==> src/fetch_chroma_pkg.sv <==
/*
 * widths, geometry constants and state encodings
 * shared by the chroma reference fetch unit
 */
`default_nettype none

package fetch_chroma_pkg;

  // pixel format
  localparam int BIT_DEPTH   = 8;
  localparam int PIX_PER_ROW = 8;          // pixels per row word
  localparam int MB_LEN      = 8;          // mb coordinate width
  localparam int SW_W_LEN    = 6;          // search window x width
  localparam int SW_H_LEN    = 5;          // search window y width

  // ************************************************************
  // bank geometry
  // ************************************************************
  localparam int NUM_SLOTS     = 6;        // columns held in each ring
  localparam int ROWS_PER_SLOT = 24;       // three mbs per column
  localparam int ROWS_PER_MB   = 8;        // rows per mb per plane
  localparam int BEATS_PER_MB  = 16;       // 8 cb + 8 cr beats
  localparam int RAM_DEPTH     = NUM_SLOTS * ROWS_PER_SLOT;

  typedef logic [BIT_DEPTH-1:0]             pix_t;
  typedef logic [PIX_PER_ROW*BIT_DEPTH-1:0] pix_row_t;   // pixel 0 in low byte
  typedef logic [MB_LEN-1:0]                mb_coord_t;
  typedef logic [SW_W_LEN-1:0]              sw_x_t;
  typedef logic [SW_H_LEN-1:0]              sw_y_t;
  typedef logic [$clog2(NUM_SLOTS)-1:0]     slot_t;
  typedef logic [$clog2(RAM_DEPTH)-1:0]     ram_addr_t;

  // strip walk through the picture rows
  typedef enum logic [2:0] {
    idle, load_top, load_mid, load_bottom, load_none
  } strip_state_t;

  typedef enum logic {ext_wait, ext_load} ext_state_t;

  typedef enum logic [1:0] {bnd_none, bnd_left, bnd_right} boundary_t;

endpackage

`default_nettype wire

==> src/chroma_load_ctrl.sv <==
/*
 * strip controller: walks the picture rows per start,
 * works out base, extent and write base of each strip load
 * and answers every start with one done pulse
 */
`timescale 1ns/1ns
`default_nettype none

module chroma_load_ctrl
  import fetch_chroma_pkg::*;
(
  input  wire             clk,
  input  wire             rst_n,
  input  wire             start_i,        // one cycle pulse per mb
  input  wire mb_coord_t  mb_x_i,
  input  wire mb_coord_t  mb_y_i,
  input  wire mb_coord_t  total_mb_x_i,   // largest x index
  input  wire mb_coord_t  total_mb_y_i,   // largest y index
  input  wire             strip_done_i,   // from loader, last ext done
  output logic            load_go_o,
  output mb_coord_t       load_x_base_o,
  output mb_coord_t       load_y_base_o,
  output logic [1:0]      load_x_last_o,  // columns - 1
  output logic [1:0]      load_y_last_o,  // rows - 1
  output logic            write_base_o,   // top row skips slot band 0
  output logic            done_o
);

  strip_state_t state_r;
  strip_state_t state_nxt;
  strip_state_t state_eff;   // state the current start is served in
  logic         row_end;     // start is last mb of its row
  logic         first_mb;    // picture's first start

  assign row_end   = (mb_x_i == total_mb_x_i);
  assign first_mb  = (mb_x_i == '0) && (mb_y_i == '0);
  assign state_eff = (state_r == idle) ? load_top : state_r;  // idle start loads top

  // ************************************************************
  // strip fsm
  // ************************************************************
  always_comb begin
    state_nxt = state_r;
    if (start_i) begin
      case (state_eff)
        load_top:    state_nxt = row_end ? load_mid : load_top;
        load_mid: begin
          if (row_end && (mb_y_i == total_mb_y_i - 8'd1))
            state_nxt = load_bottom;                // last interior row done
          else
            state_nxt = load_mid;
        end
        load_bottom: state_nxt = row_end ? load_none : load_bottom;
        default:     state_nxt = idle;              // load_none start
      endcase
    end
  end

  always_ff @(posedge clk or negedge rst_n) begin
    if (!rst_n) begin
      state_r   <= idle;
      load_go_o <= 1'b0;
      done_o    <= 1'b0;
    end else begin
      state_r   <= state_nxt;
      load_go_o <= start_i && (state_eff != load_none);
      // load_none has nothing to fetch, report right away
      done_o    <= strip_done_i || (start_i && (state_eff == load_none));
    end
  end

  // ************************************************************
  // strip geometry, captured on start
  // ************************************************************
  always_ff @(posedge clk) begin
    if (start_i) begin
      case (state_eff)
        load_top: begin
          load_x_base_o <= first_mb ? '0 : mb_x_i + 8'd1;
          load_y_base_o <= '0;
          load_x_last_o <= first_mb ? 2'd1 : 2'd0;   // 2x2 on first start
          load_y_last_o <= 2'd1;                     // rows 0 and 1
          write_base_o  <= 1'b1;                     // no row above
        end
        load_mid, load_bottom: begin
          // row end wraps to column 0 of the next row band
          load_x_base_o <= row_end ? '0 : mb_x_i + 8'd1;
          load_y_base_o <= row_end ? mb_y_i : mb_y_i - 8'd1;
          load_x_last_o <= 2'd0;
          load_y_last_o <= (state_eff == load_mid) ? 2'd2 : 2'd1;
          write_base_o  <= 1'b0;
        end
        default: ;                                   // nothing loaded
      endcase
    end
  end

endmodule

`default_nettype wire

==> config.mk <==
export PLATFORM = sky130hd
export DESIGN_NAME = chroma_load_ctrl
export DESIGN_NICKNAME = d
export VERILOG_FILES = /design/src/fetch_chroma_pkg.sv /design/src/chroma_load_ctrl.sv
export SDC_FILE = /design/constraint.sdc
export NUM_CORES = 1
export LEC_CHECK = 0
export BUFFER_PORTS_ARGS = -buffer_cell sky130_fd_sc_hd__buf_2
export CELL_PAD_IN_SITES_DETAIL_PLACEMENT = 1
export CELL_PAD_IN_SITES_GLOBAL_PLACEMENT = 1
export CORE_ASPECT_RATIO = 0.75
export CORE_UTILIZATION = 38
export CTS_BUF_LIST = sky130_fd_sc_hd__clkbuf_2
export DETAILED_ROUTE_END_ITERATION = 12
export PLACE_DENSITY = 0.93
export SETUP_SLACK_MARGIN = 0.02
export SYNTH_ARGS = -nofsm -noshare
export SYNTH_HDL_FRONTEND = slang
export SYNTH_SLANG_ARGS = --single-unit
==> constraint.sdc <==
create_clock -name clk -period 2.16 [get_ports clk]
set_input_delay 0 -clock clk [delete_from_list [all_inputs] [get_ports clk]]
set_output_delay 0 -clock clk [all_outputs]
set_load 0.1 [all_outputs]
==> results.json <==
{
  "ir_worst_vdd_mv": 0.4654,
  "overflow": 0,
  "numClockSinks": 25,
  "antenna_left": 0,
  "path_max_fanout": 7,
  "slew_headroom": 0.6592,
  "seqPwrFrac": 0.478,
  "path_clk_slew_ns": 0.23,
  "via_per_inst": 5.181,
  "synth-seq-cells": 25,
  "first_pass_iters": 4,
  "power.leakage_uw": 0.0008337,
  "hp-class": "in2reg",
  "post-route-period-util": 0.8714,
  "synth.avg_cell_area_um2": 10.23,
  "diodes": 0,
  "grt_use_total": 0.1991,
  "worst_pin_slew_ns": 0.5147,
  "final.fill_count": 467,
  "antenna_found_initial": 0,
  "ctsLongestPathBuffers": 2,
  "start_kind": "input pin",
  "nets": 260,
  "routedWlPerCell_um": 15.37,
  "p_int_uw": 704.9,
  "place.gp.congestion": 0.8919,
  "grt_pass1_vias": 1402,
  "grt_pass1_wl_mm": 6.796,
  "rsz0062_at_grt": "false",
  "htreeDepth": 1,
  "fp-row-count": 19,
  "power_switching_uw": 479.5,
  "p_comb_frac": 0.363,
  "drc": 0,
  "start_util": 0.4141,
  "cts-root-buf": "clkbuf_2",
  "cts_buffers": 3,
  "die_area_um2": 4410,
  "hold_viol": 0,
  "cp.arrival_ns": 2.13,
  "finalSetupViolCount": 0,
  "tritoncts": "built",
  "final_common_cell": "buf_2",
  "area_delta_synth_final_pct": 27.48,
  "core_um2": 3804,
  "drive_above_1_share": 0.3105,
  "yosys.cell_types.count": 40,
  "grt_max_degree": 21,
  "ioPinCount": 59,
  "utilization": 0.5280,
  "io_buffers": 57,
  "ys_warn_count": 0,
  "power_density_nw_per_um2": 589.8,
  "required_ns": 2.41,
  "tns_ns": 0,
  "cap_violations": 0,
  "synthCells": 154,
  "syn-num-nets": 194,
  "dr_total_vias": 1404,
  "drtIter0Drc": 84,
  "syn_area_um2": 1575,
  "end_kind": "flip-flop",
  "yosysSeqAreaShare": 0.4607,
  "layout_min_cycle_time_ns": 1.882,
  "die_w_um": 76.35,
  "slew_viol_final": 0,
  "crit_type": "in2reg",
  "die_y_um": 57.76,
  "dp_hpwl_mm": 3.100,
  "final_cell_mix": "57 x buf_2, 20 x edfxtp_1, 19 x nor2_1, 16 x xnor2_1, 13 x xor2_1",
  "clkPwrFrac": 0.158,
  "switching_share": 0.4048,
  "clkLatencyLatePin_ns": 0.36,
  "drt-total-wl_mm": 4.165,
  "outcome": "finished clean",
  "fmax_mhz": 531.3,
  "finalClockSkew_ns": 0.002081
}
final timing paths:
path | from | endpoint | slack (ns) | cells past startpoint
worst max-delay path | mb_x_i[0] | load_x_last_o[0]$_SDFFCE_PN0P_ | 0.28 | 8
worst min-delay path | mb_y_i[4] | load_y_base_o[4]$_SDFFCE_PP0P_ | 0.03 | 3
worst max register to register | state_r[2]$_DFFE_PN0P_ | state_r[0]$_DFFE_PN0P_ | 0.28 | 7
worst min register to register | state_r[2]$_DFFE_PN0P_ | state_r[0]$_DFFE_PN0P_ | 0.60 | 1
max in group asynchronous | rst_n | load_go_o$_DFF_PN0_ | 1.46 | 3
min in group asynchronous | rst_n | state_r[0]$_DFFE_PN0P_ | 0.52 | 3
cells by family after synthesis:
group / synth area share
XOR/XNOR: 0.1612
other: 0.002381
AND/OR/NAND/NOR: 0.2288
AO/OA/AOI/OAI: 0.07467
buffers and inverters: 0.04051
adder cells (fa/ha/maj): 0.03177
flip-flops: 0.4607
power groups by stage:
stage	logic, uW	clock network, uW	registers [uW]
after floorplan	118	0	771
after global placement	409	0	576
after detailed placement	417	0	577
after CTS	427	197	566
after global routing	456	209	570
final	431	187	566
cells in the mapped netlist:
cell type	number	area share
a21o_1	1	0.0048
nor2_2	1	0.0040
nor3_1	5	0.016
nor2b_1	4	0.016
inv_1	9	0.021
a31oi_1	1	0.0040
o21ai_1	3	0.0095
nand3_1	6	0.019
nand4b_1	3	0.017
or4_4	1	0.0071
nor4b_1	2	0.011
o21ai_0	2	0.0064
ha_1	4	0.032
and3_1	2	0.0079
or2_1	2	0.0079
buf_6	1	0.0071
buf_4	1	0.0048
conb_1	1	0.0024
a21oi_1	4	0.013
a211oi_2	1	0.0079
edfxtp_1	20	0.38
or4b_2	1	0.0064
nand2_1	4	0.0095
dfrtp_1	5	0.079
nor3b_1	3	0.014
a211oi_1	1	0.0048
or2b_1	1	0.0048
clkbuf_1	3	0.0071
o31ai_2	1	0.0079
or4b_1	1	0.0064
nand4_1	3	0.012
nor4_1	2	0.0079
or3_1	2	0.0079
nor2_1	19	0.045
a31o_1	2	0.011
nand3b_1	1	0.0048
xnor2_1	16	0.089
xor2_1	13	0.072
nand2b_1	1	0.0040
a32oi_1	1	0.0056
worst max-delay path, stage by stage:
cell	delay, ns
dlygate4sd3_1	0.54
buf_2	0.18
inv_1	0.07
ha_1	0.13
nor4b_1	0.25
nand4b_1	0.13
nor4_1	0.24
dlygate4sd3_1	0.60
sequential cells by signal, summed over array words and instances (netlist names):
| name | cells |
|---|---|
| state_r | 3 |
| load_x_last_o | 1 |
| write_base_o | 1 |
| done_o | 1 |
| load_y_base_o | 8 |
| load_x_base_o | 8 |
| load_go_o | 1 |
| load_y_last_o | 2 |
per-stage QoR:
step	cells	hold WS, ns	power (uW)	instance area (um2)	setup slack (ns)
after floorplan	154	-0.2956	889.0	1575	0.4179
after global placement	259	-0.1812	984.9	1903	0.3804
after detailed placement	259	-0.1780	994.3	1903	0.2429
after CTS	271	0.0007801	1190	2006	0.1991
after global routing	271	0.01075	1234	2008	0.08780
final	271	0.03443	1184	2008	0.2779
cell type report:
cell class                 instances  area [um2]  share of cell area
multi-input combinational        115       788.3              0.3925
sequential                        25       725.7              0.3614
timing repair buffer              66       372.9              0.1857
tap                               52       65.06             0.03240
inverter                           9       33.78             0.01682
clock buffer                       3       15.01            0.007477
clock inverter                     1       7.507            0.003738
per-layer routing:
layer	up-vias	GRT usage	wire length, um
li1	670	-	-
met1	691	0.2628	1840
met2	37	0.3333	2059
met3	6	0.04724	202
met4	0	0.05220	63
met5	-	0	0
repair_timing:
action / 4_1_cts / 5_1_grt
buffers inserted: 0 / 0
gates resized for setup: 0 / 1
hold endpoints to repair: 12 / 0
hold buffers: 8 / 0
setup endpoints to repair: 0 / 1
Power figures use the tool's default switching activity.
