<file path="src/fetch_chroma_pkg.sv">
/*
 * widths, geometry constants and state encodings
 * shared by the chroma reference fetch unit
 */
`default_nettype none

package fetch_chroma_pkg;

  // pixel format
  localparam int BIT_DEPTH   = 8;
  localparam int PIX_PER_ROW = 8;          // pixels per row word
  localparam int MB_LEN      = 8;          // mb coordinate width
  localparam int SW_W_LEN    = 6;          // search window x width
  localparam int SW_H_LEN    = 5;          // search window y width

  // ************************************************************
  // bank geometry
  // ************************************************************
  localparam int NUM_SLOTS     = 6;        // columns held in each ring
  localparam int ROWS_PER_SLOT = 24;       // three mbs per column
  localparam int ROWS_PER_MB   = 8;        // rows per mb per plane
  localparam int BEATS_PER_MB  = 16;       // 8 cb + 8 cr beats
  localparam int RAM_DEPTH     = NUM_SLOTS * ROWS_PER_SLOT;

  typedef logic [BIT_DEPTH-1:0]             pix_t;
  typedef logic [PIX_PER_ROW*BIT_DEPTH-1:0] pix_row_t;   // pixel 0 in low byte
  typedef logic [MB_LEN-1:0]                mb_coord_t;
  typedef logic [SW_W_LEN-1:0]              sw_x_t;
  typedef logic [SW_H_LEN-1:0]              sw_y_t;
  typedef logic [$clog2(NUM_SLOTS)-1:0]     slot_t;
  typedef logic [$clog2(RAM_DEPTH)-1:0]     ram_addr_t;

  // strip walk through the picture rows
  typedef enum logic [2:0] {
    idle, load_top, load_mid, load_bottom, load_none
  } strip_state_t;

  typedef enum logic {ext_wait, ext_load} ext_state_t;

  typedef enum logic [1:0] {bnd_none, bnd_left, bnd_right} boundary_t;

endpackage

`default_nettype wire

</file>
<file path="src/chroma_reader.sv">
/*
 * motion compensation read side: read slot pointer,
 * search window to bank address mapping, picture edge
 * clamping and edge pixel padding of the output row
 */
`timescale 1ns/1ns
`default_nettype none

module chroma_reader
  import fetch_chroma_pkg::*;
(
  input  wire             clk,
  input  wire             rst_n,
  input  wire             rd_en_i,
  input  wire             rd_crcb_i,      // 0 cb, 1 cr
  input  wire             rd_done_i,      // mc finished with current mb
  input  wire mb_coord_t  rd_mb_x_i,
  input  wire mb_coord_t  rd_mb_y_i,
  input  wire sw_x_t      sw_x_i,
  input  wire sw_y_t      sw_y_i,
  input  wire mb_coord_t  total_mb_x_i,
  input  wire mb_coord_t  total_mb_y_i,
  input  wire pix_row_t   cb_data_i,
  input  wire pix_row_t   cr_data_i,
  output logic            rd_en_cb_o,
  output logic            rd_en_cr_o,
  output ram_addr_t       rd_addr_o,
  output logic            rd_ack_o,
  output pix_row_t        rd_data_o
);

  slot_t      rd_slot_r;   // slot of the current mb column
  logic [2:0] x_off;       // column offset, two's complement -2..2
  logic [2:0] col_off;     // offset after edge clamp
  boundary_t  bnd;
  boundary_t  bnd_r;       // aligned with bank read data
  logic [1:0] band;        // mb row within the slot
  logic [2:0] line;        // row within the mb
  logic [3:0] slot_sum;
  slot_t      slot_rd;
  logic       crcb_r;
  pix_row_t   row_sel;
  pix_t       edge_pix;

  // ************************************************************
  // column offset from sw_x bits 5..3
  // ************************************************************
  always_comb begin
    if (sw_x_i[SW_W_LEN-1])
      x_off = 3'b110;                                  // -2
    else if (sw_x_i[SW_W_LEN-2 -: 2] == 2'b00)
      x_off = 3'b111;                                  // -1
    else
      x_off = {1'b0, sw_x_i[SW_W_LEN-2 -: 2]} - 3'd1;  // 0, 1, 2
  end

  // edge clamp, columns beyond the picture were never loaded
  always_comb begin
    col_off = x_off;
    bnd     = bnd_none;
    if ((rd_mb_x_i == '0) && x_off[2]) begin
      col_off = 3'd0;
      bnd     = bnd_left;
    end else if ((rd_mb_x_i == 8'd1) && (x_off == 3'b110)) begin
      col_off = 3'b111;                                // -2 clamps to -1
      bnd     = bnd_left;
    end else if ((rd_mb_x_i == total_mb_x_i) && !x_off[2] && (x_off != 3'd0)) begin
      col_off = 3'd0;
      bnd     = bnd_right;
    end else if ((rd_mb_x_i == total_mb_x_i - 8'd1) && (x_off == 3'd2)) begin
      col_off = 3'd1;
      bnd     = bnd_right;
    end
  end

  // top and bottom rows clamp to the nearest valid line
  always_comb begin
    band = sw_y_i[SW_H_LEN-1 -: 2];
    line = sw_y_i[SW_H_LEN-3:0];
    if ((rd_mb_y_i == '0) && (band == 2'd0)) begin
      band = 2'd1;
      line = 3'd0;
    end else if ((rd_mb_y_i == total_mb_y_i) && (band == 2'd2)) begin
      band = 2'd1;
      line = 3'd7;
    end
  end

  // ************************************************************
  // slot and address
  // ************************************************************
  assign slot_sum = {1'b0, rd_slot_r} + {col_off[2], col_off};  // range -2..7

  always_comb begin
    if (slot_sum[3])
      slot_rd = slot_t'(slot_sum + 4'(NUM_SLOTS));   // wrap below 0
    else if (slot_sum >= 4'(NUM_SLOTS))
      slot_rd = slot_t'(slot_sum - 4'(NUM_SLOTS));   // wrap above 5
    else
      slot_rd = slot_t'(slot_sum);
  end

  assign rd_addr_o = ram_addr_t'(slot_rd) * ram_addr_t'(ROWS_PER_SLOT)
                   + ram_addr_t'(band) * ram_addr_t'(ROWS_PER_MB)
                   + ram_addr_t'(line);

  assign rd_en_cb_o = rd_en_i && !rd_crcb_i;
  assign rd_en_cr_o = rd_en_i &&  rd_crcb_i;
  assign rd_ack_o   = rd_en_i;                 // same cycle ack

  always_ff @(posedge clk or negedge rst_n) begin
    if (!rst_n) begin
      rd_slot_r <= '0;
      bnd_r     <= bnd_none;
      crcb_r    <= 1'b0;
    end else begin
      if (rd_done_i)
        rd_slot_r <= (rd_slot_r == slot_t'(NUM_SLOTS - 1)) ? '0 : rd_slot_r + 1'b1;
      bnd_r  <= bnd;
      crcb_r <= rd_crcb_i;                     // matches bank read latency
    end
  end

  // output row, edge pixel repeated on a boundary
  assign row_sel  = crcb_r ? cr_data_i : cb_data_i;
  assign edge_pix = (bnd_r == bnd_left) ? row_sel[0 +: BIT_DEPTH]
                                        : row_sel[(PIX_PER_ROW-1)*BIT_DEPTH +: BIT_DEPTH];
  assign rd_data_o = (bnd_r == bnd_none) ? row_sel : {PIX_PER_ROW{edge_pix}};

endmodule

`default_nettype wire

</file>
<file path="config.mk">
export PLATFORM = sky130hd
export DESIGN_NAME = chroma_reader
export DESIGN_NICKNAME = d
export VERILOG_FILES = /design/src/fetch_chroma_pkg.sv /design/src/chroma_reader.sv
export SDC_FILE = /design/constraint.sdc
export NUM_CORES = 1
export LEC_CHECK = 0
export BUFFER_PORTS_ARGS = -buffer_cell sky130_fd_sc_hd__buf_2
export CORE_AREA = 2 2 98 100
export CTS_CLUSTER_DIAMETER = 100
export DETAILED_ROUTE_END_ITERATION = 7
export DIE_AREA = 0 0 100 102
export GPL_ROUTABILITY_DRIVEN = 1
export PLACE_DENSITY = 0.66
export REMOVE_ABC_BUFFERS = 1
export SLEW_MARGIN = 20
export SYNTH_ARGS = -nofsm -noshare
export SYNTH_HDL_FRONTEND = slang
export SYNTH_SLANG_ARGS = --single-unit
</file>
<file path="constraint.sdc">
create_clock -name clk -period 14.03 [get_ports clk]
set_input_delay 2.806 -clock clk [delete_from_list [all_inputs] [get_ports clk]]
set_output_delay 2.806 -clock clk [all_outputs]
set_load 0.02 [all_outputs]
</file>
==> results.rst <==
.. list-table::
   :header-rows: 1

   * - Metric
     - Value
   * - P_int
     - about 0.20 mW
   * - Worst Path Class, Setup
     - input port to output pin
   * - Proportion of synthesized flip-flops having asynchronous set or reset
     - between 90% and 100%
   * - Top-level port count
     - approximately 250
   * - Total core area
     - 9110 sq um
   * - CTS buffer count
     - 3
   * - Vias post-DR
     - between 3000 and 4000
   * - Gate count of the mapped netlist
     - between 300 and 400
   * - Path type of the worst min-delay path
     - flip-flop to flip-flop
   * - Half-perimeter wire length after placement
     - 9.02 mm
   * - Later-pin clock latency in the skew report
     - 220 ps
   * - Count of yosys warnings during synthesis
     - 0
   * - Maximum clock insertion buffer count
     - 2
   * - Combined area of all synthesized cells
     - 2460 sq um
   * - Number of enable-type register cells in the synthesized netlist
     - 0
   * - Worst setup endpoint
     - rd_addr_o[7]
   * - Final critical-path required period
     - about 12000 ps
   * - First-pass GRT wire length
     - approximately 16 mm
   * - Vias in the first global route
     - approximately 3200
   * - Startpoint types
     - input port
   * - Total setup buffers inserted after CTS
     - 0
   * - Final total power
     - about 0.45 mW
   * - Unrepaired setup endpoints after global routing
     - false
   * - Synth unique cells
     - 52
   * - Reg-to-reg critical path startpoint
     - rd_slot_r[0]
   * - Element type at the critical path end
     - output pin
   * - Total placed cells including tap cells
     - 656
   * - Number of register bits inferred by synthesis
     - 6
   * - WL per Instance
     - 16.0 microns
   * - Count of cells along the worst register-to-register path
     - 3
   * - Number of hold-repair buffers added at the cts stage
     - 0
   * - Placement Rows
     - 35
   * - Setup-failing EPs final
     - 0
   * - Run status
     - finished, final reports clean
   * - Final weighted congestion in routability-driven placement
     - between 0.9 and 1
   * - Buffers on Ports
     - around 250
   * - Pleak
     - ~2.0 nW
   * - Endpoint arrival time on the critical path
     - 8890 ps
   * - Root buffer cell
     - sky130_fd_sc_hd__clkbuf_8
   * - Area delta synth->final
     - 54.8%
   * - Largest net degree at the start of global routing
     - 67
   * - Layout Utilization
     - a little over two fifths
   * - Data required time at the worst endpoint
     - between 10000 and 15000 ps
   * - Clock network power share
     - ~6.1%
   * - Post-DRT Antenna Nets
     - 0
   * - Fin. max-slew vios
     - 0
   * - Global-route usage over all layers
     - 19.1%
   * - Number of nets in the layout
     - between 700 and 800
   * - Reg2reg end
     - rd_slot_r[1]
   * - CTS tree
     - built
   * - Headroom to the max-slew limit
     - approximately 28%
   * - Post-synthesis average cell area
     - 7.78 sq um
   * - Combinational fraction of design power
     - between 80% and 90%
   * - Post-route DRC violation count
     - 0
   * - Critical path startpoint
     - total_mb_x_i[1]
   * - Power Dens Cells
     - 117 nW/um^2
   * - Total number of clock tree sinks
     - 6
   * - DIE HEIGHT
     - 102 microns
   * - Setup TNS Final
     - 0 ps
   * - Share of the clock period used by the worst path
     - 83.4%
   * - Post-layout worst setup margin
     - 2330 ps
   * - Clock transition at the register clock pins on the worst setup and hold paths after CTS
     - about 40 ps
   * - Hold Violations, Final
     - 0
   * - Post-cts sizing count
     - 0
   * - Worst vdd rail ir drop
     - approximately 0.00035 V
   * - Max-cap violations
     - 0
   * - Maximum clock rate
     - about 86 MHz
   * - Number of inserted diodes
     - 0
   * - Worst setup slack for register-to-register paths
     - 13170 ps
   * - Global route total overflow
     - 0
   * - Relative contribution of sequential cells to total power
     - under 10%
   * - Total Die Area
     - 10200 sq um
   * - Most instantiated flip-flop cell in the synthesis netlist
     - sky130_fd_sc_hd__dfrtp_1
   * - Post-Layout Cell Count
     - 660
   * - Initial standard-cell utilization of the core
     - 27.0%
   * - Critical path peak fanout
     - 5
   * - DR iter-0 viols
     - between 80 and 90
   * - DP Worst Slack
     - about 2500 ps
   * - Routed wire length
     - 10.5 mm
   * - CTS H-Tree Depth
     - 1
   * - Antenna violations before repair
     - 1
   * - Register area share after synthesis
     - 6.11%
   * - Slew of the pin with the lowest slew margin
     - between 1000 and 1500 ps
   * - Width of the die
     - 100 microns
   * - Skew final
     - between 4 and 5 ps
   * - Average vias per placed instance
     - 5.09
   * - Number of detailed-routing iterations run before antenna repair
     - 4
   * - Share of cells above drive strength 1
     - a little under 50%
   * - Net switching power of the design
     - ~0.24 mW
   * - Switching share of power
     - 54.1%
[layout make-up]
type / count / area [sq um]
multi-input combinational: 277 / 2170
tap: 111 / 139
timing repair buffer: 247 / 1240
sequential: 6 / 154
fill: 976 / 5300
inverter: 15 / 56.3
clock buffer: 4 / 45.0
[Yosys cell counts (3+ instances only)]
cell	count	area (sq um)
sky130_fd_sc_hd__o21ai_0	4	20.0
sky130_fd_sc_hd__mux4_2	8	180
sky130_fd_sc_hd__xnor2_1	9	78.8
sky130_fd_sc_hd__nor2_1	23	86.3
sky130_fd_sc_hd__nand3_1	8	40.0
sky130_fd_sc_hd__mux2i_1	57	571
sky130_fd_sc_hd__inv_1	15	56.3
sky130_fd_sc_hd__ha_1	10	125
sky130_fd_sc_hd__dfrtp_1	6	150
sky130_fd_sc_hd__nand4_1	4	25.0
sky130_fd_sc_hd__or4_1	5	37.5
sky130_fd_sc_hd__a21oi_1	47	235
sky130_fd_sc_hd__nor4_1	5	31.3
sky130_fd_sc_hd__clkbuf_1	10	37.5
sky130_fd_sc_hd__o21a_1	5	37.5
sky130_fd_sc_hd__nand2_1	13	48.8
sky130_fd_sc_hd__buf_2	5	25.0
sky130_fd_sc_hd__a2111oi_0	3	26.3
sky130_fd_sc_hd__a211oi_1	3	22.5
sky130_fd_sc_hd__fa_1	3	60.1
sky130_fd_sc_hd__nor3_1	4	20.0
sky130_fd_sc_hd__and2_1	3	18.8
sky130_fd_sc_hd__xor2_1	15	131
sky130_fd_sc_hd__o21ai_1	15	75.1
[state kept, by name (all words and copies together) (netlist names)]
signal / flops
bnd_r: 2
rd_slot_r: 3
crcb_r: 1
[worst max-delay path, stage by stage]
cell                        delay [ps]
sky130_fd_sc_hd__buf_2             130
sky130_fd_sc_hd__inv_1              50
sky130_fd_sc_hd__ha_1              220
sky130_fd_sc_hd__and2_1            190
sky130_fd_sc_hd__o21a_1            180
sky130_fd_sc_hd__o31a_1            230
sky130_fd_sc_hd__a2111oi_0         890
sky130_fd_sc_hd__nor3b_1           190
sky130_fd_sc_hd__ha_1              350
sky130_fd_sc_hd__a21o_1            190
sky130_fd_sc_hd__a21oi_1           450
sky130_fd_sc_hd__xnor2_2           180
sky130_fd_sc_hd__nor2_1             80
sky130_fd_sc_hd__nand2_1           110
sky130_fd_sc_hd__o21ai_0           130
sky130_fd_sc_hd__ha_1              340
sky130_fd_sc_hd__inv_1              60
sky130_fd_sc_hd__fa_1              440
sky130_fd_sc_hd__or2_2             340
sky130_fd_sc_hd__or4_1             430
sky130_fd_sc_hd__a2111o_1          380
sky130_fd_sc_hd__o311ai_1           80
sky130_fd_sc_hd__nor4_1            110
sky130_fd_sc_hd__xor2_1            150
sky130_fd_sc_hd__buf_2             180
[placed cells by master, fill, tap and decap left out, types with 3 or more instances in the layout]
cell type,synthesis,routed
sky130_fd_sc_hd__nor3_1,4,4
sky130_fd_sc_hd__o21ai_1,15,15
sky130_fd_sc_hd__buf_2,5,247
sky130_fd_sc_hd__nand4_1,4,4
sky130_fd_sc_hd__a2111oi_0,3,3
sky130_fd_sc_hd__nor4_1,5,5
sky130_fd_sc_hd__nand2_1,13,13
sky130_fd_sc_hd__inv_1,15,15
sky130_fd_sc_hd__fa_1,3,3
sky130_fd_sc_hd__xnor2_1,9,9
sky130_fd_sc_hd__ha_1,10,10
sky130_fd_sc_hd__mux2i_1,57,57
sky130_fd_sc_hd__a21oi_1,47,47
sky130_fd_sc_hd__mux4_2,8,8
sky130_fd_sc_hd__dfrtp_1,6,5
sky130_fd_sc_hd__and2_1,3,3
sky130_fd_sc_hd__o21a_1,5,5
sky130_fd_sc_hd__clkbuf_8,0,3
sky130_fd_sc_hd__a211oi_1,3,3
sky130_fd_sc_hd__or4_1,5,5
sky130_fd_sc_hd__nor2_1,23,22
sky130_fd_sc_hd__nand3_1,8,8
sky130_fd_sc_hd__o21ai_0,4,4
sky130_fd_sc_hd__xor2_1,15,15
[layer usage]
metal  wire length, microns  share of wire (%)  vias to the layer above  GRT usage [%]
met5                     14               0.13                        -              0
met1                   3880                 37                     1539           21.0
met3                   1280                 12                       14           7.11
met4                    127                1.2                        2           2.85
li1                       -                  -                     1658              -
met2                   5220                 50                      148           36.0
[power by group through the flow]
stage	logic [mW]	clock network [mW]	registers [mW]
floorplan	0.271	0	0.0296
global placement	0.377	0	0.0316
detailed placement	0.385	0	0.0322
CTS	0.388	0.0279	0.0321
global route	0.425	0.0289	0.0332
finish	0.387	0.0271	0.0317
[per-stage QoR]
step           hold WS (ps)  cell area (sq um)
6_report                536               3800
3_3_place_gp            520               3760
4_1_cts                 539               3800
2_1_floorplan           486               2370
3_5_place_dp            534               3760
5_1_grt                 579               3800
[logic make-up after synthesis]
kind of cell             Yosys count  synth area share, %
XOR/XNOR                          26                 10.2
flip-flops                         6                 6.11
buffers and inverters             33                 5.75
adder cells (fa/ha/maj)           13                 7.53
AND/OR/NAND/NOR                   79                 16.9
AO/OA/AOI/OAI                     92                 22.1
multiplexers                      67                 31.5
[worst min path at each step]
stage,from,endpoint,slack [ps],cells past startpoint
after floorplan,rd_slot_r[2],rd_slot_r[2],490,1
after global placement,rd_slot_r[2],rd_slot_r[2],520,1
after detailed placement,rd_slot_r[2],rd_slot_r[2],530,1
after CTS,rd_slot_r[2],rd_slot_r[2],540,1
after global routing,rd_slot_r[2],rd_slot_r[2],580,1
final,rd_slot_r[2],rd_slot_r[2],540,1
Note: power is estimated with default switching activity, not from simulation.
