**src/fetch_chroma_pkg.sv**
```systemverilog
/*
 * widths, geometry constants and state encodings
 * shared by the chroma reference fetch unit
 */
`default_nettype none

package fetch_chroma_pkg;

  // pixel format
  localparam int BIT_DEPTH   = 8;
  localparam int PIX_PER_ROW = 8;          // pixels per row word
  localparam int MB_LEN      = 8;          // mb coordinate width
  localparam int SW_W_LEN    = 6;          // search window x width
  localparam int SW_H_LEN    = 5;          // search window y width

  // ************************************************************
  // bank geometry
  // ************************************************************
  localparam int NUM_SLOTS     = 6;        // columns held in each ring
  localparam int ROWS_PER_SLOT = 24;       // three mbs per column
  localparam int ROWS_PER_MB   = 8;        // rows per mb per plane
  localparam int BEATS_PER_MB  = 16;       // 8 cb + 8 cr beats
  localparam int RAM_DEPTH     = NUM_SLOTS * ROWS_PER_SLOT;

  typedef logic [BIT_DEPTH-1:0]             pix_t;
  typedef logic [PIX_PER_ROW*BIT_DEPTH-1:0] pix_row_t;   // pixel 0 in low byte
  typedef logic [MB_LEN-1:0]                mb_coord_t;
  typedef logic [SW_W_LEN-1:0]              sw_x_t;
  typedef logic [SW_H_LEN-1:0]              sw_y_t;
  typedef logic [$clog2(NUM_SLOTS)-1:0]     slot_t;
  typedef logic [$clog2(RAM_DEPTH)-1:0]     ram_addr_t;

  // strip walk through the picture rows
  typedef enum logic [2:0] {
    idle, load_top, load_mid, load_bottom, load_none
  } strip_state_t;

  typedef enum logic {ext_wait, ext_load} ext_state_t;

  typedef enum logic [1:0] {bnd_none, bnd_left, bnd_right} boundary_t;

endpackage

`default_nettype wire

```
**src/chroma_ext_loader.sv**
```systemverilog
/*
 * external loader: one memory request per mb of a strip,
 * x/y and beat counters, ring write slot, bank write address
 * and cb/cr write enables
 */
`timescale 1ns/1ns
`default_nettype none

module chroma_ext_loader
  import fetch_chroma_pkg::*;
(
  input  wire             clk,
  input  wire             rst_n,
  input  wire             load_go_i,
  input  wire mb_coord_t  load_x_base_i,
  input  wire mb_coord_t  load_y_base_i,
  input  wire [1:0]       load_x_last_i,
  input  wire [1:0]       load_y_last_i,
  input  wire             write_base_i,
  input  wire             ext_done_i,
  input  wire             ext_data_v_i,
  output logic            ext_req_o,
  output mb_coord_t       ext_mb_x_o,
  output mb_coord_t       ext_mb_y_o,
  output logic            strip_done_o,
  output ram_addr_t       wr_addr_o,
  output logic            wr_en_cb_o,
  output logic            wr_en_cr_o
);

  ext_state_t                      state_r;
  ext_state_t                      state_nxt;
  logic                            strip_act_r;   // strip still has mbs to fetch
  logic [1:0]                      x_cnt_r;
  logic [1:0]                      y_cnt_r;       // y runs fastest
  logic [$clog2(BEATS_PER_MB)-1:0] beat_cnt_r;
  slot_t                           wr_slot_r;     // ring column being filled
  logic                            mb_done;
  logic                            col_done;
  logic                            strip_last;

  assign mb_done      = (state_r == ext_load) && ext_done_i;
  assign col_done     = mb_done && (y_cnt_r == load_y_last_i);
  assign strip_last   = col_done && (x_cnt_r == load_x_last_i);
  assign strip_done_o = strip_last;

  // ************************************************************
  // request fsm
  // ************************************************************
  always_comb begin
    case (state_r)
      ext_wait: state_nxt = strip_act_r ? ext_load : ext_wait;
      ext_load: state_nxt = ext_done_i ? ext_wait : ext_load;
      default:  state_nxt = ext_wait;
    endcase
  end

  assign ext_req_o  = (state_r == ext_load);  // drops the cycle after done
  assign ext_mb_x_o = load_x_base_i + mb_coord_t'(x_cnt_r);
  assign ext_mb_y_o = load_y_base_i + mb_coord_t'(y_cnt_r);

  always_ff @(posedge clk or negedge rst_n) begin
    if (!rst_n) begin
      state_r     <= ext_wait;
      strip_act_r <= 1'b0;
      x_cnt_r     <= 2'd0;
      y_cnt_r     <= 2'd0;
      wr_slot_r   <= '0;
    end else begin
      state_r <= state_nxt;
      if (strip_last)
        strip_act_r <= 1'b0;
      else if (load_go_i)
        strip_act_r <= 1'b1;
      if (mb_done)
        y_cnt_r <= (y_cnt_r == load_y_last_i) ? 2'd0 : y_cnt_r + 2'd1;
      if (col_done) begin
        x_cnt_r   <= (x_cnt_r == load_x_last_i) ? 2'd0 : x_cnt_r + 2'd1;
        // next column lands in the next slot, mod 6
        wr_slot_r <= (wr_slot_r == slot_t'(NUM_SLOTS - 1)) ? '0 : wr_slot_r + 1'b1;
      end
    end
  end

  // beat counter, restarts for every mb
  always_ff @(posedge clk or negedge rst_n) begin
    if (!rst_n)
      beat_cnt_r <= '0;
    else if (state_r == ext_wait)
      beat_cnt_r <= '0;
    else if (ext_data_v_i)
      beat_cnt_r <= beat_cnt_r + 1'b1;
  end

  // ************************************************************
  // bank write side
  // ************************************************************
  // beat bit 2 picks plane, bits 3 and 1..0 pick row within mb
  assign wr_addr_o = ram_addr_t'(wr_slot_r) * ram_addr_t'(ROWS_PER_SLOT)
                   + ram_addr_t'(y_cnt_r + 2'(write_base_i)) * ram_addr_t'(ROWS_PER_MB)
                   + ram_addr_t'({beat_cnt_r[3], beat_cnt_r[1:0]});

  assign wr_en_cb_o = (state_r == ext_load) && ext_data_v_i && !beat_cnt_r[2];
  assign wr_en_cr_o = (state_r == ext_load) && ext_data_v_i &&  beat_cnt_r[2];

endmodule

`default_nettype wire

```
**config.mk**
```make
export PLATFORM = sky130hd
export DESIGN_NAME = chroma_ext_loader
export DESIGN_NICKNAME = d
export VERILOG_FILES = /design/src/fetch_chroma_pkg.sv /design/src/chroma_ext_loader.sv
export SDC_FILE = /design/constraint.sdc
export NUM_CORES = 1
export LEC_CHECK = 0
export BUFFER_PORTS_ARGS = -buffer_cell sky130_fd_sc_hd__buf_2
export CAP_MARGIN = 20
export CORE_AREA = 5 5 57 59
export DETAILED_ROUTE_END_ITERATION = 8
export DIE_AREA = 0 0 62 64
export PLACE_DENSITY = 0.79
export SETUP_SLACK_MARGIN = 0.5
export SYNTH_ARGS = -nofsm -noshare
export SYNTH_HDL_FRONTEND = slang
export SYNTH_SLANG_ARGS = --single-unit
```
**constraint.sdc**
```tcl
create_clock -name clk -period 2.5 [get_ports clk]
set_clock_uncertainty 0.15 [all_clocks]
set_input_delay 0.25 -clock clk [delete_from_list [all_inputs] [get_ports clk]]
set_output_delay 0.25 -clock clk [all_outputs]
set_load 0.05 [all_outputs]
```
==> impl_results.md, run 1 <==
* Status: finished, violations left
* Violated checks: setup timing
* Unrepaired setup endpoints after global routing: yes
* Final setup viols at 5
* Number of max-cap violations at 0
* CP Class: reg2out
* GR Overflow Total at 0
* Mapped cell area at 1180 sq um
* F_max at 352 MHz
* Final hold violations at 0
* Num CTS Buffers at 3
* Synth async-reset ratio at 1.00
* Routed length on met2 at 2.94 mm
* CP Capture Type: output port
* Most frequent cell after synthesis: xnor2_1
* RR Startpoint: wr_slot_r[1]
* Drt drc at 0
* Final Cycle Share at 1.14
* Yosys top cell by area: dfrtp_1
* Min Tclk post-route at 2840 ps
* Horiz. Die Dim at 62 um
* Synth area leaders: dfrtp_1 (28%), ha_1 (14%), xnor2_1 (13%)
* Vias in the first global route at 1428
* R2R depth at 17
* Initial Util at 0.444
* Drt pass-1 iters at 4
* Highest metal used: met4
* Hold path depth at 3
* Crit-path max FO at 3
* Total wire length at 5.50 mm
* Die height at 64 um
* Global-route wire length before repair at 6.81 mm
* Largest net degree at the start of global routing at 14
* Register area share after synthesis at 0.275
* DR WL/cell at 22.3 um
* Die area at 3970 sq um
* CTS root buf: clkbuf_4
* Number of synthesized register bits at 13
* Clk_lat worst skew at 280 ps
* Worst-Margin Slew at 365 ps
* Design area at 2360 sq um
* Rel. slew slack at 0.755
* Port bufs at 53
* Antenna Cells at 0
* Via Count at 1358
* TritonCTS Sinks at 13
* Placer Congestion at 0.766
* Clk slew on worst S/H paths at 80 ps
* Antenna-violating nets left at 0
* Final Worst Setup Slack at -340 ps
* Ys flop type: dfrtp_1
* Hold path startpoint: load_go_i
* IO Pins at 54
* Synth cell types at 23
* Cells after Synth at 129
* Met3 WL post-DR at 317 um
* Core Region at 2660 sq um
* Hold slack final at 65.6 ps
* CTS tree: yes
* Synth Warn # at 0
* H-tree depth at 1
* P&R area growth vs syn at 99.5%
* Met1 Wirelength at 1.96 mm
* Synth top cells by count: xnor2_1 (17), dfrtp_1 (13), ha_1 (13), inv_1 (13), nand2_1 (11)
* Final Max Tran Viols at 0
* Syn nets at 172
* Worst-path cell chain: inv_1 -> fa_1 -> inv_2 -> ha_4 -> nor2b_4 -> o21ai_4 -> xnor2_4 -> buf_8
* Final HPWL DP at 2.49 mm
* Gr usage total at 0.233
* Post-synth EDFFs at 0
* Post-layout net count at 260
* Crit. Startpoint: wr_slot_r[1]
* Required time worst endpoint at 2100 ps
* 1st-iter DRT viols at 57
* Post-synth top area share at 0.275
* Crit-path max cell delay at 620 ps
* Avg Cell Area, Syn at 9.16 sq um
* Site row count at 19
* Critical Path Source Type: flop
* Vias per cell at 5.50
* Initial antenna violation count at 0
* CP max stage cell: fa_1
* Placed Area at 1690 sq um
* Clk buf depth at 2
* Share of cells above drive strength 1 at 0.667
* CP Data Arrival Time at 2440 ps
* Worst min path class: in2reg
## cell type report
class | count | area [sq um]
tap | 31 | 38.8
clock buffer | 4 | 26.3
inverter | 13 | 57.6
timing repair buffer | 88 | 736
sequential | 13 | 330
fill | 104 | 307
multi-input combinational | 98 | 1170
## metal layers
layer  track usage  up-vias
met1         0.235      676
met5             0        -
li1              -      591
met2         0.439       67
met3        0.0523       24
met4        0.0875        0
## through the flow
step | std cells | setup WS, ps | setup TNS, ps | utilization
CTS | 238 | -253 | -541 | 0.819
floorplan | 129 | 74.3 | 0 | -
finish | 247 | -340 | -891 | 0.885
global route | 247 | -444 | -1340 | 0.885
detailed placement | 214 | -126 | -211 | 0.636
global placement | 214 | -35.6 | -35.6 | 0.636
## critical path, delay by kind of cell, from the launching register on
kind            cells  cell delay (ps)
compound gates      1               80
flops               1              450
xor+xnor            1              190
fa+ha+maj           2              890
buf+inv             3              390
simple gates        1              160
## state kept, by name, indices dropped and copies added (netlist names)
register / count
beat_cnt_r: 4
x_cnt_r: 2
strip_act_r: 1
y_cnt_r: 2
wr_slot_r: 3
ext_req_o: 1
## final timing paths
| path | endpoint | slack [ps] |
|---|---|---|
| setup reg to reg | wr_slot_r[2] | -50 |
| max in group asynchronous | x_cnt_r[1] | 1700 |
| min in group asynchronous | strip_act_r | 240 |
| setup / recovery | wr_addr_o[7] | -340 |
| hold / removal | strip_act_r | 70 |
| hold reg to reg | strip_act_r | 390 |
## logic make-up (layout without fill, tap and decap cells)
kind of cell               Yosys count  count (layout)  synth area share
and+or+nand+nor                     39              39             0.162
xor gates and xnor gates            25              25             0.185
adders and majority gates           17              17             0.206
DFF                                 13              13             0.275
muxes                                3               3            0.0297
buffers and inverters               18             105            0.0763
AOI/OAI and AO/OA                   14              14            0.0657
## cells in the final DEF, fill, tap and decap left out, types with 6 or more instances in the layout
master / n
buf_2: 34
buf_6: 34
buf_4: 15
xnor2_2: 10
nand2_1: 9
ha_4: 9
dfrtp_1: 9
inv_1: 7
xnor2_1: 6
nor2_1: 6
## what timing repair did
| item | in CTS | in global routing |
|---|---|---|
| gates resized for setup | 81 | 23 |
| hold buffers | 1 | 0 |
| pin swaps | 19 | 18 |
| endpoints found under the setup margin | 19 | 20 |
| buffers inserted | 19 | 9 |
| hold endpoints to repair | 13 | 0 |
| gates cloned | 0 | 0 |
Power of run 1 is not shown: default switching activity piles up to over one toggle a cycle in this logic, so the estimate is an artifact.
==> run 2: changes to the inputs <==
--- a/config.mk
+++ b/config.mk
@@ -7,9 +7,11 @@
 export LEC_CHECK = 0
 export BUFFER_PORTS_ARGS = -buffer_cell sky130_fd_sc_hd__buf_2
 export CAP_MARGIN = 20
-export CORE_AREA = 5 5 57 59
+export CELL_PAD_IN_SITES_DETAIL_PLACEMENT = 0
+export CELL_PAD_IN_SITES_GLOBAL_PLACEMENT = 2
+export CORE_AREA = 5 5 74 76
 export DETAILED_ROUTE_END_ITERATION = 8
-export DIE_AREA = 0 0 62 64
+export DIE_AREA = 0 0 79 81
 export PLACE_DENSITY = 0.79
 export SETUP_SLACK_MARGIN = 0.5
 export SYNTH_ARGS = -nofsm -noshare
==> run 2 against run 1 <==
Effect of this change: first-iteration DRC count decreased by 63%; die area rose by 61%; via count is 19% lower; critical path depth rose by 1; routed wire length decreased by 42%; sequential cell count unchanged; the flow still finishes with violations (setup timing); highest routed layer unchanged; worst setup slack gained 240 ps; fmax up 9.3%.
==> impl_results.md, run 2 (synthesis gave the netlist of run 1 again) <==
* Most frequent cells in the layout: buf_2 (34), buf_6 (20), buf_4 (15) (was buf_2 (34), buf_6 (34), buf_4 (15))
* Worst-Margin Slew at 336 ps (was 365 ps)
* CTS root buf: clkbuf_8 (was clkbuf_4)
* Placed cells at 239 (was 214)
* Required time worst endpoint at 2100 ps (about the same)
* GR Overflow Total at 0 (unchanged)
* RR Startpoint: y_cnt_r[0] (was wr_slot_r[1])
* Crit-path max FO at 3 (unchanged)
* Via Count at 1104 (was 1358)
* Rel. slew slack at 0.774 (was 0.755)
* Vias per cell at 4.36 (was 5.50)
* Worst Setup EP: wr_addr_o[7] (unchanged)
* Total wire length at 3.18 mm (was 5.50 mm)
* Horiz. Die Dim at 79 um (was 62 um)
* Site row count at 25 (was 19)
* Final hold violations at 0 (unchanged)
* R2R Setup Slk at 610 ps (was -50 ps)
* Most flops, register: beat_cnt_r (unchanged)
* F_max at 385 MHz (was 352 MHz)
* Antenna-violating nets left at 0 (unchanged)
* Initial antenna violation count at 0 (unchanged)
* Vias in the first global route at 1192 (was 1428)
* Violated checks: setup timing (unchanged)
* Crit Reg-Reg Endpoint: wr_slot_r[0] (was wr_slot_r[2])
* Largest net degree at the start of global routing at 14 (unchanged)
* Filler instances at 439 (was 104)
* Final Max Tran Viols at 0 (unchanged)
* Hold slack final at 73.2 ps (was 65.6 ps)
* Num CTS Buffers at 3 (unchanged)
* Unrepaired setup endpoints after global routing: yes (unchanged)
* CTS tree: yes (unchanged)
* CP Capture Type: output port (unchanged)
* Global-route wire length before repair at 5.37 mm (was 6.81 mm)
* Design area at 2150 sq um (was 2360 sq um)
* Initial Util at 0.253 (was 0.444)
* Post-layout net count at 243 (was 260)
* CP Data Arrival Time at 2200 ps (was 2440 ps)
* Placer Congestion at 0.713 (was 0.766)
* Die area at 6400 sq um (was 3970 sq um)
* Number of max-cap violations at 0 (unchanged)
* Clk_lat worst skew at 240 ps (was 280 ps)
* CP Class: reg2out (unchanged)
* Clk slew on worst S/H paths at 50 ps (was 80 ps)
* R2R depth at 7 (was 17)
* Drt pass-1 iters at 4 (unchanged)
* Crit. Startpoint: wr_slot_r[1] (unchanged)
* IO Pins at 54 (unchanged)
* Placed Area at 1740 sq um (was 1690 sq um)
* Biggest regs: beat_cnt_r x4, wr_slot_r x3 (unchanged)
* Share of cells above drive strength 1 at 0.608 (was 0.667)
* Core Region at 4660 sq um (was 2660 sq um)
* Post-Layout Cell Count at 253 (was 247)
* Final Worst Setup Slack at -99.0 ps (was -340 ps)
* Die height at 81 um (was 64 um)
* Critical Path Source Type: flop (unchanged)
* Max reg flops at 4 (unchanged)
* Gr usage total at 0.105 (was 0.233)
* Antenna Cells at 0 (unchanged)
* Final Cycle Share at 1.04 (was 1.14)
* Port bufs at 53 (unchanged)
* 1st-iter DRT viols at 21 (was 57)
* TritonCTS Sinks at 13 (unchanged)
* DR WL/cell at 12.6 um (was 22.3 um)
* P&R area growth vs syn at 81.7% (was 99.5%)
* Final setup viols at 2 (was 5)
* H-tree depth at 1 (unchanged)
* Min Tclk post-route at 2600 ps (was 2840 ps)
* Final HPWL DP at 2.56 mm (was 2.49 mm)
* Worst min path class: in2reg (unchanged)
* Status: finished, violations left (unchanged)
* Commonest non-fill, non-tap cell in the layout: buf_2
* Core Util, Final at 0.460 (was 0.885)
* Drt drc at 0 (unchanged)
* Clk buf depth at 2 (unchanged)
-- run 2: changes by cell type in the layout (fill, tap and decap cells not counted), moves of 2 or more --
cell | previous run | this run
buf_8 | 4 | 1
inv_4 | 2 | 0
buf_6 | 34 | 20
clkbuf_8 | 0 | 3
dfrtp_1 | 9 | 11
ha_1 | 4 | 7
clkbuf_4 | 3 | 0
dfrtp_2 | 4 | 2
xnor2_4 | 1 | 3
ha_4 | 9 | 5
xnor2_2 | 10 | 7
-- run 2: repair_timing --
item                                    4_1_cts  5_1_grt
pin swaps                                    18        5
setup buffers                                 9        0
gates resized for setup                      67        8
hold buffers                                  1        0
endpoints found under the hold margin        13        0
endpoints found under the setup margin       19       20
-- run 2: worst min path at each step --
stage                     depth (start not counted)             to  slack [ps]  startpoint
final                                             3    strip_act_r          70   load_go_i
after global routing                              3    strip_act_r         100   load_go_i
after CTS                                         3    strip_act_r          70   load_go_i
after detailed placement                          1  beat_cnt_r[3]           9       rst_n
after global placement                            1  beat_cnt_r[3]         0.3       rst_n
after floorplan                                   0  beat_cnt_r[0]        -200       rst_n
-- run 2: cell type report --
class / count / area (sq um) / area share
clock buffers: 4 / 45.0 / 0.0210
flip-flops and latches: 13 / 328 / 0.153
well taps: 54 / 67.6 / 0.0315
repair buffers: 71 / 533 / 0.248
multi-input cells: 98 / 1120 / 0.522
inverters: 13 / 52.6 / 0.0245
-- run 2: worst max-delay path, stage by stage (launching register included) --
cell	delay, ps
dfrtp_1	370
ha_2	200
inv_2	40
fa_1	510
inv_2	50
ha_4	210
nor2b_4	130
o21ai_4	160
xnor2_4	130
buf_6	170
-- run 2: stage by stage --
stage	setup slack, ps	setup TNS (ps)
2_1_floorplan	74.3	0
3_3_place_gp	-25.9	-25.9
3_5_place_dp	-70.3	-110
4_1_cts	-147	-261
5_1_grt	-168	-377
6_report	-99.0	-191
-- run 2: metal layers --
metal  track usage  part of all wire
met1         0.116              0.38
met5             0                 0
met3        0.0344             0.053
met2         0.197              0.56
met4        0.0223             0.013
Power of run 2 is left out for the same reason.
